## src/design/anneal_cfg.svh

```systemverilog
`ifndef ANNEAL_CFG_SVH
`define ANNEAL_CFG_SVH

// Number of spins carried by one candidate vector
`define NUM_SPIN 16

// Signed width of one field weight in the weight table
`define WEIGHT_BIT 8

// Signed width of a candidate energy that holds the sum of NUM_SPIN weights
`define ENERGY_BIT 16

// Entries in the energy FIFO that holds the running best
`define ENERGY_FIFO_DEPTH 2

// Largest positive energy that the FIFO is loaded with on reset and on flush
`define ENERGY_INIT ({1'b0, {(`ENERGY_BIT-1){1'b1}}})

// Width of the saturating improvement counter
`define COUNT_BIT 8

`endif

```

## src/design/anneal_pkg.sv

```systemverilog
package anneal_pkg;

`include "anneal_cfg.svh"

    // One candidate spin vector where bit i is the state of spin i
    typedef logic [`NUM_SPIN-1:0] spin_t;

    // Signed energy of a full candidate
    typedef logic signed [`ENERGY_BIT-1:0] energy_t;

    // Signed field weight of a single spin
    typedef logic signed [`WEIGHT_BIT-1:0] weight_t;

    // Index into the weight table
    typedef logic [$clog2(`NUM_SPIN)-1:0] spin_addr_t;

    // FIFO occupancy from 0 up to the FIFO depth of 2
    typedef logic [1:0] usage_t;

    // Improvement counter value
    typedef logic [`COUNT_BIT-1:0] count_t;

    // Input stage state where HOLD keeps a computed candidate until it is taken
    typedef enum logic {
        CALC_IDLE,
        CALC_HOLD
    } calc_state_t;

endpackage

```

## src/design/energy_fifo.sv

```systemverilog
`timescale 1ns/1ns

`include "anneal_cfg.svh"

module energy_fifo
    import anneal_pkg::*;
(
    input  logic    clk_i,
    input  logic    rst_n_i,
    input  logic    flush_i,
    input  logic    push_i,
    input  logic    push_none_i,
    input  logic    pop_i,
    input  energy_t data_i,
    output logic    full_o,
    output energy_t data_o,
    output usage_t  usage_o
);

    localparam int DEPTH = `ENERGY_FIFO_DEPTH;
    localparam int PTR_BIT = (DEPTH > 1) ? $clog2(DEPTH) : 1;

    typedef logic [PTR_BIT-1:0] ptr_t;

    localparam ptr_t LAST_PTR = ptr_t'(DEPTH - 1);

    energy_t mem_q [DEPTH];
    ptr_t    rd_ptr_q;
    ptr_t    wr_ptr_q;
    usage_t  usage_q;
    logic    do_push;
    logic    do_pop;
    energy_t push_data;

    // Pointers wrap at the last entry so any depth works, not only powers of two
    function automatic ptr_t next_ptr(input ptr_t ptr);
        if (ptr == LAST_PTR) begin
            return '0;
        end
        return ptr + 1'b1;
    endfunction

    // A pop frees a slot in the same cycle, so a full FIFO may still take a push then
    assign do_pop  = pop_i & (usage_q != '0);
    assign do_push = push_i & (~full_o | do_pop);

    // Without an improvement the head is duplicated, so the head stays the minimum
    assign push_data = push_none_i ? mem_q[rd_ptr_q] : data_i;

    assign full_o  = (usage_q == usage_t'(DEPTH));
    assign data_o  = mem_q[rd_ptr_q];
    assign usage_o = usage_q;

    always_ff @(posedge clk_i or negedge rst_n_i) begin
        if (!rst_n_i) begin
            for (int i = 0; i < DEPTH; i++) begin
                mem_q[i] <= `ENERGY_INIT;
            end
            rd_ptr_q <= '0;
            wr_ptr_q <= next_ptr('0);
            usage_q  <= usage_t'(1);
        end else if (flush_i) begin
            // Flush returns to the single seed entry, just like reset
            for (int i = 0; i < DEPTH; i++) begin
                mem_q[i] <= `ENERGY_INIT;
            end
            rd_ptr_q <= '0;
            wr_ptr_q <= next_ptr('0);
            usage_q  <= usage_t'(1);
        end else begin
            if (do_push) begin
                mem_q[wr_ptr_q] <= push_data;
                wr_ptr_q        <= next_ptr(wr_ptr_q);
            end
            if (do_pop) begin
                rd_ptr_q <= next_ptr(rd_ptr_q);
            end
            // Occupancy only moves when exactly one side is active
            if (do_push && !do_pop) begin
                usage_q <= usage_q + 1'b1;
            end else if (!do_push && do_pop) begin
                usage_q <= usage_q - 1'b1;
            end
        end
    end

endmodule

```

## src/design/spin_pipe.sv

```systemverilog
`timescale 1ns/1ns

module spin_pipe
    import anneal_pkg::*;
(
    input  logic  clk_i,
    input  logic  rst_n_i,
    input  logic  flush_i,
    input  logic  valid_i,
    input  spin_t data_i,
    input  logic  ready_i,
    output logic  ready_o,
    output logic  valid_o,
    output spin_t data_o
);

    logic  valid_q;
    spin_t data_q;

    // The slot can load when it is empty or when its entry leaves this cycle
    assign ready_o = ~valid_q | ready_i;

    assign valid_o = valid_q;
    assign data_o  = data_q;

    // Valid flag of the single slot
    always_ff @(posedge clk_i or negedge rst_n_i) begin
        if (!rst_n_i) begin
            valid_q <= 1'b0;
        end else if (flush_i) begin
            valid_q <= 1'b0;
        end else if (ready_o) begin
            // A drained slot without new input goes empty
            valid_q <= valid_i;
        end
    end

    // Payload only changes on an upstream transfer
    always_ff @(posedge clk_i) begin
        if (valid_i && ready_o) begin
            data_q <= data_i;
        end
    end

endmodule

```

## src/design/spin_energy_calc.sv

```systemverilog
`timescale 1ns/1ns

`include "anneal_cfg.svh"

module spin_energy_calc
    import anneal_pkg::*;
(
    input  logic       clk_i,
    input  logic       rst_n_i,
    input  logic       flush_i,
    input  logic       weight_we_i,
    input  spin_addr_t weight_addr_i,
    input  weight_t    weight_i,
    input  logic       cand_valid_i,
    input  spin_t      cand_spin_i,
    input  logic       calc_ready_i,
    output logic       cand_ready_o,
    output logic       calc_valid_o,
    output spin_t      calc_spin_o,
    output energy_t    calc_energy_o
);

    weight_t     weight_mem [`NUM_SPIN];
    calc_state_t state_q;
    calc_state_t state_next;
    logic        cand_ready_q;
    logic        cand_xfer;
    energy_t     energy_sum;
    spin_t       calc_spin_q;
    energy_t     calc_energy_q;

    // Field weight table, written one entry at a time by the strobe
    always_ff @(posedge clk_i) begin
        if (weight_we_i) begin
            weight_mem[weight_addr_i] <= weight_i;
        end
    end

    // A set spin lowers the energy by its weight and a clear spin raises it
    always_comb begin
        energy_sum = '0;
        for (int i = 0; i < `NUM_SPIN; i++) begin
            if (cand_spin_i[i]) begin
                energy_sum = energy_sum - energy_t'(weight_mem[i]);
            end else begin
                energy_sum = energy_sum + energy_t'(weight_mem[i]);
            end
        end
    end

    assign cand_xfer = cand_valid_i & cand_ready_q;

    // One candidate is held at a time until the maintainer takes it
    always_comb begin
        state_next = state_q;
        case (state_q)
            CALC_IDLE: if (cand_xfer) state_next = CALC_HOLD;
            CALC_HOLD: if (calc_ready_i) state_next = CALC_IDLE;
            default:   state_next = CALC_IDLE;
        endcase
        if (flush_i) begin
            state_next = CALC_IDLE;
        end
    end

    // Ready is registered so it stays low through reset and rises one edge later
    always_ff @(posedge clk_i or negedge rst_n_i) begin
        if (!rst_n_i) begin
            state_q      <= CALC_IDLE;
            cand_ready_q <= 1'b0;
        end else begin
            state_q      <= state_next;
            cand_ready_q <= (state_next == CALC_IDLE);
        end
    end

    // Candidate and its energy are captured together on the accept edge
    always_ff @(posedge clk_i) begin
        if (cand_xfer) begin
            calc_spin_q   <= cand_spin_i;
            calc_energy_q <= energy_sum;
        end
    end

    assign cand_ready_o  = cand_ready_q;
    assign calc_valid_o  = (state_q == CALC_HOLD);
    assign calc_spin_o   = calc_spin_q;
    assign calc_energy_o = calc_energy_q;

endmodule

```

## src/design/energy_fifo_maintainer.sv

```systemverilog
`timescale 1ns/1ns

module energy_fifo_maintainer
    import anneal_pkg::*;
(
    input  logic    clk_i,
    input  logic    rst_n_i,
    input  logic    en_i,
    input  logic    flush_i,
    input  logic    en_comparison_i,
    input  logic    energy_valid_i,
    input  spin_t   spin_i,
    input  energy_t energy_i,
    input  logic    spin_ready_i,
    output logic    energy_ready_o,
    output logic    spin_valid_o,
    output spin_t   spin_o,
    output logic    spin_push_none_o,
    output energy_t best_energy_o,
    output usage_t  fifo_usage_o
);

    logic    fifo_full;
    energy_t fifo_head;
    logic    pipe_ready;
    logic    pipe_valid_in;
    logic    energy_xfer;
    logic    spin_xfer;
    logic    push_none_comb;
    logic    push_none_q;

    // The FIFO head is the best energy seen so far
    energy_fifo energy_fifo_i (
        .clk_i       (clk_i),
        .rst_n_i     (rst_n_i),
        .flush_i     (flush_i),
        .push_i      (energy_xfer),
        .push_none_i (push_none_comb),
        .pop_i       (spin_xfer),
        .data_i      (energy_i),
        .full_o      (fifo_full),
        .data_o      (fifo_head),
        .usage_o     (fifo_usage_o)
    );

    // A pending candidate keeps the FIFO full, which stalls the next compare
    // until the running best has moved to the head
    assign pipe_valid_in  = energy_valid_i & en_i & ~fifo_full;
    assign energy_ready_o = en_i & ~fifo_full & pipe_ready;
    assign energy_xfer    = energy_valid_i & energy_ready_o;
    assign spin_xfer      = spin_valid_o & spin_ready_i;

    // Equal energies are not an improvement; comparison off forces one
    assign push_none_comb = en_comparison_i & (energy_i >= fifo_head);

    // Flag travels with the spin that is loaded into the pipe on the same edge
    always_ff @(posedge clk_i or negedge rst_n_i) begin
        if (!rst_n_i) begin
            push_none_q <= 1'b0;
        end else if (flush_i) begin
            push_none_q <= 1'b0;
        end else if (energy_xfer) begin
            push_none_q <= push_none_comb;
        end
    end

    spin_pipe spin_pipe_i (
        .clk_i   (clk_i),
        .rst_n_i (rst_n_i),
        .flush_i (flush_i),
        .valid_i (pipe_valid_in),
        .data_i  (spin_i),
        .ready_i (spin_ready_i),
        .ready_o (pipe_ready),
        .valid_o (spin_valid_o),
        .data_o  (spin_o)
    );

    assign spin_push_none_o = push_none_q;
    assign best_energy_o    = fifo_head;

endmodule

```

## src/design/best_spin_tracker.sv

```systemverilog
`timescale 1ns/1ns

module best_spin_tracker
    import anneal_pkg::*;
(
    input  logic   clk_i,
    input  logic   rst_n_i,
    input  logic   out_ready_i,
    input  logic   spin_valid_i,
    input  spin_t  spin_i,
    input  logic   push_none_i,
    output logic   spin_ready_o,
    output spin_t  best_spin_o,
    output count_t improve_count_o
);

    logic   spin_xfer;
    logic   improve;
    spin_t  best_spin_q;
    count_t improve_count_q;

    // Back-pressure comes straight from the external sink
    assign spin_ready_o = out_ready_i;

    assign spin_xfer = spin_valid_i & out_ready_i;

    // Only transfers that carry an improvement touch the stored state
    assign improve = spin_xfer & ~push_none_i;

    // Best spin vector, starts from all zeros
    always_ff @(posedge clk_i or negedge rst_n_i) begin
        if (!rst_n_i) begin
            best_spin_q <= '0;
        end else if (improve) begin
            best_spin_q <= spin_i;
        end
    end

    // Counter stops at its maximum rather than wrapping back to zero
    always_ff @(posedge clk_i or negedge rst_n_i) begin
        if (!rst_n_i) begin
            improve_count_q <= '0;
        end else if (improve && (improve_count_q != '1)) begin
            improve_count_q <= improve_count_q + 1'b1;
        end
    end

    assign best_spin_o     = best_spin_q;
    assign improve_count_o = improve_count_q;

endmodule

```

## src/design/anneal_top.sv

```systemverilog
`timescale 1ns/1ns

module anneal_top
    import anneal_pkg::*;
(
    input  logic       clk_i,
    input  logic       rst_n_i,
    input  logic       flush_i,
    input  logic       en_i,
    input  logic       en_comparison_i,
    input  logic       weight_we_i,
    input  spin_addr_t weight_addr_i,
    input  weight_t    weight_i,
    input  logic       cand_valid_i,
    input  spin_t      cand_spin_i,
    output logic       cand_ready_o,
    input  logic       out_ready_i,
    output spin_t      best_spin_o,
    output energy_t    best_energy_o,
    output count_t     improve_count_o,
    output usage_t     fifo_usage_o
);

    // Input stage to maintainer
    logic    calc_valid;
    spin_t   calc_spin;
    energy_t calc_energy;
    logic    calc_ready;

    // Maintainer to tracker
    logic    fwd_valid;
    spin_t   fwd_spin;
    logic    fwd_push_none;
    logic    fwd_ready;

    spin_energy_calc spin_energy_calc_i (
        .clk_i         (clk_i),
        .rst_n_i       (rst_n_i),
        .flush_i       (flush_i),
        .weight_we_i   (weight_we_i),
        .weight_addr_i (weight_addr_i),
        .weight_i      (weight_i),
        .cand_valid_i  (cand_valid_i),
        .cand_spin_i   (cand_spin_i),
        .calc_ready_i  (calc_ready),
        .cand_ready_o  (cand_ready_o),
        .calc_valid_o  (calc_valid),
        .calc_spin_o   (calc_spin),
        .calc_energy_o (calc_energy)
    );

    // The tracker has no flush, so the best spin and count survive one
    energy_fifo_maintainer energy_fifo_maintainer_i (
        .clk_i            (clk_i),
        .rst_n_i          (rst_n_i),
        .en_i             (en_i),
        .flush_i          (flush_i),
        .en_comparison_i  (en_comparison_i),
        .energy_valid_i   (calc_valid),
        .spin_i           (calc_spin),
        .energy_i         (calc_energy),
        .spin_ready_i     (fwd_ready),
        .energy_ready_o   (calc_ready),
        .spin_valid_o     (fwd_valid),
        .spin_o           (fwd_spin),
        .spin_push_none_o (fwd_push_none),
        .best_energy_o    (best_energy_o),
        .fifo_usage_o     (fifo_usage_o)
    );

    best_spin_tracker best_spin_tracker_i (
        .clk_i           (clk_i),
        .rst_n_i         (rst_n_i),
        .out_ready_i     (out_ready_i),
        .spin_valid_i    (fwd_valid),
        .spin_i          (fwd_spin),
        .push_none_i     (fwd_push_none),
        .spin_ready_o    (fwd_ready),
        .best_spin_o     (best_spin_o),
        .improve_count_o (improve_count_o)
    );

endmodule

```

## config.mk

```make
export PLATFORM = sky130hd
export DESIGN_NAME = anneal_top
export DESIGN_NICKNAME = d
export VERILOG_FILES = /design/src/design/anneal_pkg.sv /design/src/design/energy_fifo.sv /design/src/design/spin_pipe.sv /design/src/design/spin_energy_calc.sv /design/src/design/energy_fifo_maintainer.sv /design/src/design/best_spin_tracker.sv /design/src/design/anneal_top.sv
export VERILOG_INCLUDE_DIRS = /design/src /design/src/design
export SDC_FILE = /design/constraint.sdc
export NUM_CORES = 1
export LEC_CHECK = 0
export BUFFER_PORTS_ARGS = -buffer_cell sky130_fd_sc_hd__buf_4
export CAP_MARGIN = 10
export CORE_ASPECT_RATIO = 1.25
export CORE_MARGIN = 3
export CORE_UTILIZATION = 44
export CTS_BUF_LIST = sky130_fd_sc_hd__clkbuf_8
export DETAILED_ROUTE_END_ITERATION = 12
export PLACE_DENSITY_LB_ADDON = 0.2
export SETUP_SLACK_MARGIN = 0.3
export SYNTH_ARGS = -nofsm -noshare
export SYNTH_HDL_FRONTEND = slang
export SYNTH_SLANG_ARGS = --single-unit
```

## constraint.sdc

```tcl
create_clock -name clk_i -period 12.2 [get_ports clk_i]
set_input_delay 0.61 -clock clk_i [delete_from_list [all_inputs] [get_ports clk_i]]
set_output_delay 0.61 -clock clk_i [all_outputs]
set_load 0.02 [all_outputs]
```

# ---- After elaboration in Yosys (flattened, before gate mapping)
# Memory sizes are Yosys's and may differ from the RTL's.
# Index checks and enable logic that the tools add are counted.
dict set report word_totals {
  regBits 112
  n_memories 1
  out_inout_bits 43
  mem_bits_rw 128
  in_bits 36
}
dict set report classes {
  n_lt_le_gt_ge 4
  n_eq_ne 2
  muxes 52
  reduce_logical 13
  addsub 36
  n_bitwise 20
}
# name words width rd rd_clocked_by_memory_dff write_ports line_no
set memory_table {}
lappend memory_table {spin_energy_calc_i.weight_mem 16 8 16 0 1 spin_energy_calc.sv:23} ;# weight_t weight_mem [`NUM_SPIN];
# cell count
set op_table {}
lappend op_table {{16-bit 2-to-1 mux} 21}
lappend op_table {{16-bit by 8-bit adder with 16-bit output} 15}
lappend op_table {{16-bit by 8-bit subtractor with 16-bit output} 15}
lappend op_table {{32-bit 2-to-1 mux} 2}
lappend op_table {{32-bit bitwise mux} 1}
lappend op_table {{1-bit 2-to-1 mux} 23}
lappend op_table {{16-bit demux with 1-bit select} 1}
lappend op_table {{16-bit >= comparator} 1}
lappend op_table {{1-bit AND} 11}
lappend op_table {{2-bit nonzero test} 5}
lappend op_table {{1-bit by 8-bit subtractor with 9-bit output, first input constant} 1}
lappend op_table {{8-bit by 1-bit adder with 8-bit output, second input constant} 1}
lappend op_table {{8-bit inequality test, second input constant} 1}
lappend op_table {{2-bit 2-to-1 mux} 3}
lappend op_table {{1-bit logical AND} 5}
lappend op_table {{1-bit NOT} 5}
lappend op_table {{2-bit >= comparator, second input constant} 2}
lappend op_table {{1-bit NOT with 2-bit output} 2}
lappend op_table {{3-bit nonzero test} 1}
lappend op_table {{1-bit adder, second input constant} 2}
lappend op_table {{2-bit by 1-bit adder with 2-bit output, second input constant} 1}
lappend op_table {{2-bit equality test, second input constant} 1}
lappend op_table {{1-bit logical NOT} 2}
lappend op_table {{2-bit by 1-bit less-than comparator with 1-bit output, second input constant} 1}
lappend op_table {{3 further kinds} 4}

# ---- Longest topological paths before layout
dict set report depth {
  ltp_word 32
  mapped_depth 69
}

# ---- Modules after synthesis
# From an unflattened synthesis, not the netlist that was laid out.
dict set report unflattened {
  hier_cells 2251
  area_unflattened_um2 21495.6
}
# module seq_area_each_um2 cells_each instances area_per_inst_um2
set modules_own_cells {}
lappend modules_own_cells {spin_energy_calc 4854.7 1922 1 17498.0}
lappend modules_own_cells {energy_fifo 940.9 141 1 1933.1}
lappend modules_own_cells {best_spin_tracker 600.6 102 1 1013.5}
lappend modules_own_cells {spin_pipe 505.5 21 1 540.5}
lappend modules_own_cells {energy_fifo_maintainer 25.0 65 1 510.5}

# ---- Least setup slack after synthesis
# Ideal clock, no wire load.
dict set report synth_path {
  path_kind {in2reg}
  from {in cand_spin_i[1]}
  to {reg spin_energy_calc_i.calc_energy_q[15], in the netlist spin_energy_calc_i.calc_energy_o[15], data pin}
  cell_stages 53
  setup_slack_ps -826
  t_arrival_ps 12758
  cell_sequence {buf_2 -> buf_1 -> mux2i_1 -> fa_1 -> fa_1 -> fa_1 -> inv_1 -> fa_1 -> inv_1 -> fa_1 -> fa_1 -> fa_1 -> a21o_1 -> a21oi_1 -> o21bai_1 -> a21oi_1 -> xnor2_1 -> ha_1 -> (+17 left out) -> nand2b_1 -> xor2_1 -> ha_1 -> a21oi_1 -> o21ai_1 -> xor2_1 -> ha_1 -> a21oi_1 -> nand2_1 -> o21ai_1 -> xnor2_1 -> ha_1 -> inv_1 -> o31ai_1 -> xor2_1 -> xnor2_1 -> xnor3_1 -> xnor3_1}
}
dict set report synth_via {
  elab_chain_cells 29
  word_cells_on_any_way 43
  cone_classes {28 x add/sub; 15 x mux}
}
# item line_no
set synth_rtl {}
lappend synth_rtl {{from (decl)} anneal_top.sv:15} ;# input spin_t cand_spin_i,
lappend synth_rtl {{16-bit 2-to-1 mux *} spin_energy_calc.sv:43} ;# if (cand_spin_i[i]) begin
lappend synth_rtl {{16-bit by 8-bit adder with 16-bit output or 16-bit by 8-bit subtractor with 16-bit output (tied branches)} {spin_energy_calc.sv:46, spin_energy_calc.sv:44}}
lappend synth_rtl {{16-bit 2-to-1 mux *} spin_energy_calc.sv:43}
lappend synth_rtl {{16-bit by 8-bit adder with 16-bit output or 16-bit by 8-bit subtractor with 16-bit output (tied branches)} {spin_energy_calc.sv:46, spin_energy_calc.sv:44}}
lappend synth_rtl {{16-bit 2-to-1 mux *} spin_energy_calc.sv:43}
lappend synth_rtl {{16-bit by 8-bit adder with 16-bit output or 16-bit by 8-bit subtractor with 16-bit output (tied branches)} {spin_energy_calc.sv:46, spin_energy_calc.sv:44}}
lappend synth_rtl {{16-bit 2-to-1 mux *} spin_energy_calc.sv:43}
lappend synth_rtl {{16-bit by 8-bit adder with 16-bit output or 16-bit by 8-bit subtractor with 16-bit output (tied branches)} {spin_energy_calc.sv:46, spin_energy_calc.sv:44}}
lappend synth_rtl {{(+14 left out)} -}
lappend synth_rtl {{16-bit 2-to-1 mux *} spin_energy_calc.sv:43}
lappend synth_rtl {{16-bit by 8-bit adder with 16-bit output or 16-bit by 8-bit subtractor with 16-bit output (tied branches)} {spin_energy_calc.sv:46, spin_energy_calc.sv:44}}
lappend synth_rtl {{16-bit 2-to-1 mux *} spin_energy_calc.sv:43}
lappend synth_rtl {{16-bit by 8-bit adder with 16-bit output or 16-bit by 8-bit subtractor with 16-bit output (tied branches)} {spin_energy_calc.sv:46, spin_energy_calc.sv:44}}
lappend synth_rtl {{16-bit 2-to-1 mux *} spin_energy_calc.sv:43}
lappend synth_rtl {{16-bit by 8-bit adder with 16-bit output or 16-bit by 8-bit subtractor with 16-bit output (tied branches)} {spin_energy_calc.sv:46, spin_energy_calc.sv:44}}
lappend synth_rtl {{16-bit 2-to-1 mux *} spin_energy_calc.sv:43}
lappend synth_rtl {{via spin_energy_calc_i.energy_sum[15]} spin_energy_calc.sv:28} ;# energy_t energy_sum;
lappend synth_rtl {{to (signal assigned)} spin_energy_calc.sv:81} ;# calc_energy_q <= energy_sum;
lappend synth_rtl {{to (decl)} spin_energy_calc.sv:30} ;# energy_t calc_energy_q;
# Mark *: on every way through the listed nets, which the timed path passes. The rest lies on a longest branch.
# A chain may end at the register's enable or synchronous reset.

==> results by group <==
Placement
  • Post-Place Worst Slack: -1.13 ns
  • Port-buffer cells: 78
  • DP Wirelength: 40300 um
  • Placer Congestion: 0.865

Global routing
  • Met1 global-route usage: 23.3%
  • Met3 usage: 2.27%
  • Busiest grt layer: met2
  • Largest net degree at the start of global routing: 65
  • Grt met2 use: 40.0%
  • Grt ovf: 0
  • Wire length of the first global-routing pass: 84800 um
  • Tot GR Track Use: 20.4%
  • Number of global-route vias before repair: 17500
  • Initial antenna violation count: 1

Routing
  • Detailed Route WL: 53600 um
  • Via count: 17200
  • DR vias/cell: 5.32
  • Initial detailed-routing violation count: 723
  • WL/cell: 16.6 um
  • TritonRoute pass-1 iters: 5
  • DRC violations left: 0
  • ANT nets after route: 0

Setup path
  • Startpoint types: register
  • Largest fanout on the critical path: 4
  • Crit path buf inv count: 10
  • Largest stage delay, worst path: 0.59 ns
  • CP Class: register to register
  • Worst EP required: 12.50 ns
  • Cell mode on critical path: ha_1
  • CP arrival: 13.19 ns
  • Slowest cell on crit path: fa_2
  • Worst Setup End Kind: register
  • Critical path depth in cells: 61
  • CP top delay family: adder cells
  • Worst Reg-to-Reg Cells: 61

Clock tree
  • H-Tree Depth: 2
  • Worst-Skew Late Latency: 0.58 ns
  • Num Clock Sinks: 240
  • Max clock buf depth: 3
  • Worst-path clk slew: 0.07 ns
  • CTS tree: yes
  • CTS buffer count: 39
  • Root Driver: clkbuf_8

Synthesis
  • Mapped Cells: 2220
  • Largest area contributor in the netlist: edfxtp_1
  • Syn Std Cell Area: 21000 um2
  • Share of the synthesized area in the top cell type: 25.2%
  • Synth cell types: 63
  • Async SR Flop Fraction: 26.7%
  • Yosys reg bits: 240
  • Syn_nets: 2544
  • Avg Synthesized Cell Area: 9.46 um2
  • Synth Warn #: 0
  • Sequential element share of the synthesized area: 33.0%
  • Area contributors post-synth: edfxtp_1 (25%), ha_1 (16%), xnor2_1 (9.7%), a21oi_1 (7.9%), dfstp_2 (4.0%)
  • Synth Flop Type: edfxtp_1
  • Post-synth EDFFs: 176

Finish
  • Most common cell after layout, fill and taps aside: buf_4
  • Commonest non-fill, non-tap cells in the layout: buf_4 (366), a21oi_1 (258), ha_1 (236)
  • Layout Nets: 2901
  • Area Overhead vs Synth: 27.5%
  • Layout cells sized above 1: 29.0%

Floorplan
  • Rows: 88
  • Initial Util: 45.0%
  • Die Area: 50400 um2
  • Die Height: 250 um
  • CORE AREA: 46700 um2
  • # IOs: 79
  • Die X: 201 um

STA
  • Final min period: 12.88 ns
  • Final period utilization: 106%
  • Final WS setup: -0.683 ns
  • Setup Skew: 0.0372 ns
  • Final hold viol count: 0
  • Slew headroom: 36.0%
  • Final setup fails: 2
  • Fmax: 0.0776 GHz
  • RSZ-0062 raised after global routing: yes
  • Least-Margin Pin Slew: 0.955 ns
  • Final Max Tran Viols: 0

Job
  • # Max-Cap Violations: 0

Min path
  • Worst Hold Class: primary input to asynchronous set/reset pin

Run status
  • Failing checks: setup timing
  • Status: complete, but fails checks
-- cells by family after synthesis --
kind of cell             share of synthesized area (%)
AO/OA/AOI/OAI                                     17.9
flip-flops                                        33.0
buffers and inverters                             4.23
multiplexers                                      4.88
adder cells (fa/ha/maj)                           17.7
AND/OR/NAND/NOR                                   9.73
XOR/XNOR                                          12.6
-- flip-flops by register name, indices dropped and copies added (netlist names), 2 cells and up --
register	flops
energy_fifo_maintainer_i.energy_fifo_i.usage_o	2
energy_fifo_maintainer_i.spin_pipe_i.data_o	16
energy_fifo_maintainer_i.energy_fifo_i.mem_q	32
spin_energy_calc_i.calc_energy_o	16
spin_energy_calc_i.calc_spin_o	16
spin_energy_calc_i.weight_mem	128
best_spin_tracker_i.best_spin_o	16
best_spin_tracker_i.improve_count_o	8
-- cells in the mapped netlist, types with 24 or more instances --
cell type	instances
o21bai_1	44
a21o_1	56
dfstp_2	32
o21ai_1	43
dfrtp_1	32
nor2b_1	36
o21ai_0	47
mux2i_1	45
nand2b_1	24
mux2_2	49
clkbuf_1	28
nor3_1	58
xnor2_1	233
nand2_1	77
a211oi_1	32
edfxtp_1	176
xor2_1	58
nor2_1	167
ha_1	273
inv_1	169
a21oi_1	330
-- path summary, 6_finish.rpt --
kind / slack [ns] / end / start
max in group asynchronous: 11.52 / best_spin_tracker_i.best_spin_o[5]$_DFFE_PN0P_ / rst_n_i
max: -0.68 / spin_energy_calc_i.calc_energy_o[15]$_DFFE_PP_ / spin_energy_calc_i.weight_mem[0][1]$_DFFE_PP_
min: 0.16 / energy_fifo_maintainer_i.energy_fifo_i.mem_q[31]$_DFFE_PN0P_ / rst_n_i
min reg2reg: 0.42 / energy_fifo_maintainer_i.spin_pipe_i.data_o[7]$_DFFE_PP_ / spin_energy_calc_i.calc_spin_o[7]$_DFFE_PP_
max reg2reg: -0.68 / spin_energy_calc_i.calc_energy_o[15]$_DFFE_PP_ / spin_energy_calc_i.weight_mem[0][1]$_DFFE_PP_
min in group clk_i: 0.29 / energy_fifo_maintainer_i.spin_push_none_o$_DFFE_PN0P_ / flush_i
-- per-layer routing --
layer  vias to the layer above  routed length (um)
met5                         -                   0
met1                      8193               21700
met4                         0                1300
met2                       261               29000
li1                       8675                   -
met3                        89                1640
-- per-stage QoR --
step	utilization, %	instance area (um2)	hold WS, ns	TNS, ns	instances
global placement	51.7	24200	0.401	-1.32	3125
finish	57.3	26800	0.160	-0.956	3234
global route	57.3	26800	0.207	-2.84	3234
detailed placement	51.7	24200	0.405	-2.02	3125
CTS	54.5	25400	0.138	-0.721	3208
floorplan	-	21100	0.314	0	2220
-- layout make-up --
type,count,area [um2]
fillers,4023,19900
multi-input cells,1750,14800
flip-flops and latches,240,6930
repair buffers,373,2840
well taps,630,788
inverters,173,649
clock buffers,43,592
clock inverters,24,200
diodes,1,2.50
-- what timing repair did --
action	CTS	global route
setup buffers	16	25
pin swaps	70	106
hold buffers	0	0
endpoints found under the hold margin	0	0
setup endpoints to repair	6	9
gates resized for setup	73	202
Power is left out: the tool's default activity adds up to more than one toggle a clock period on the data nets, which glitch-free logic cannot reach.
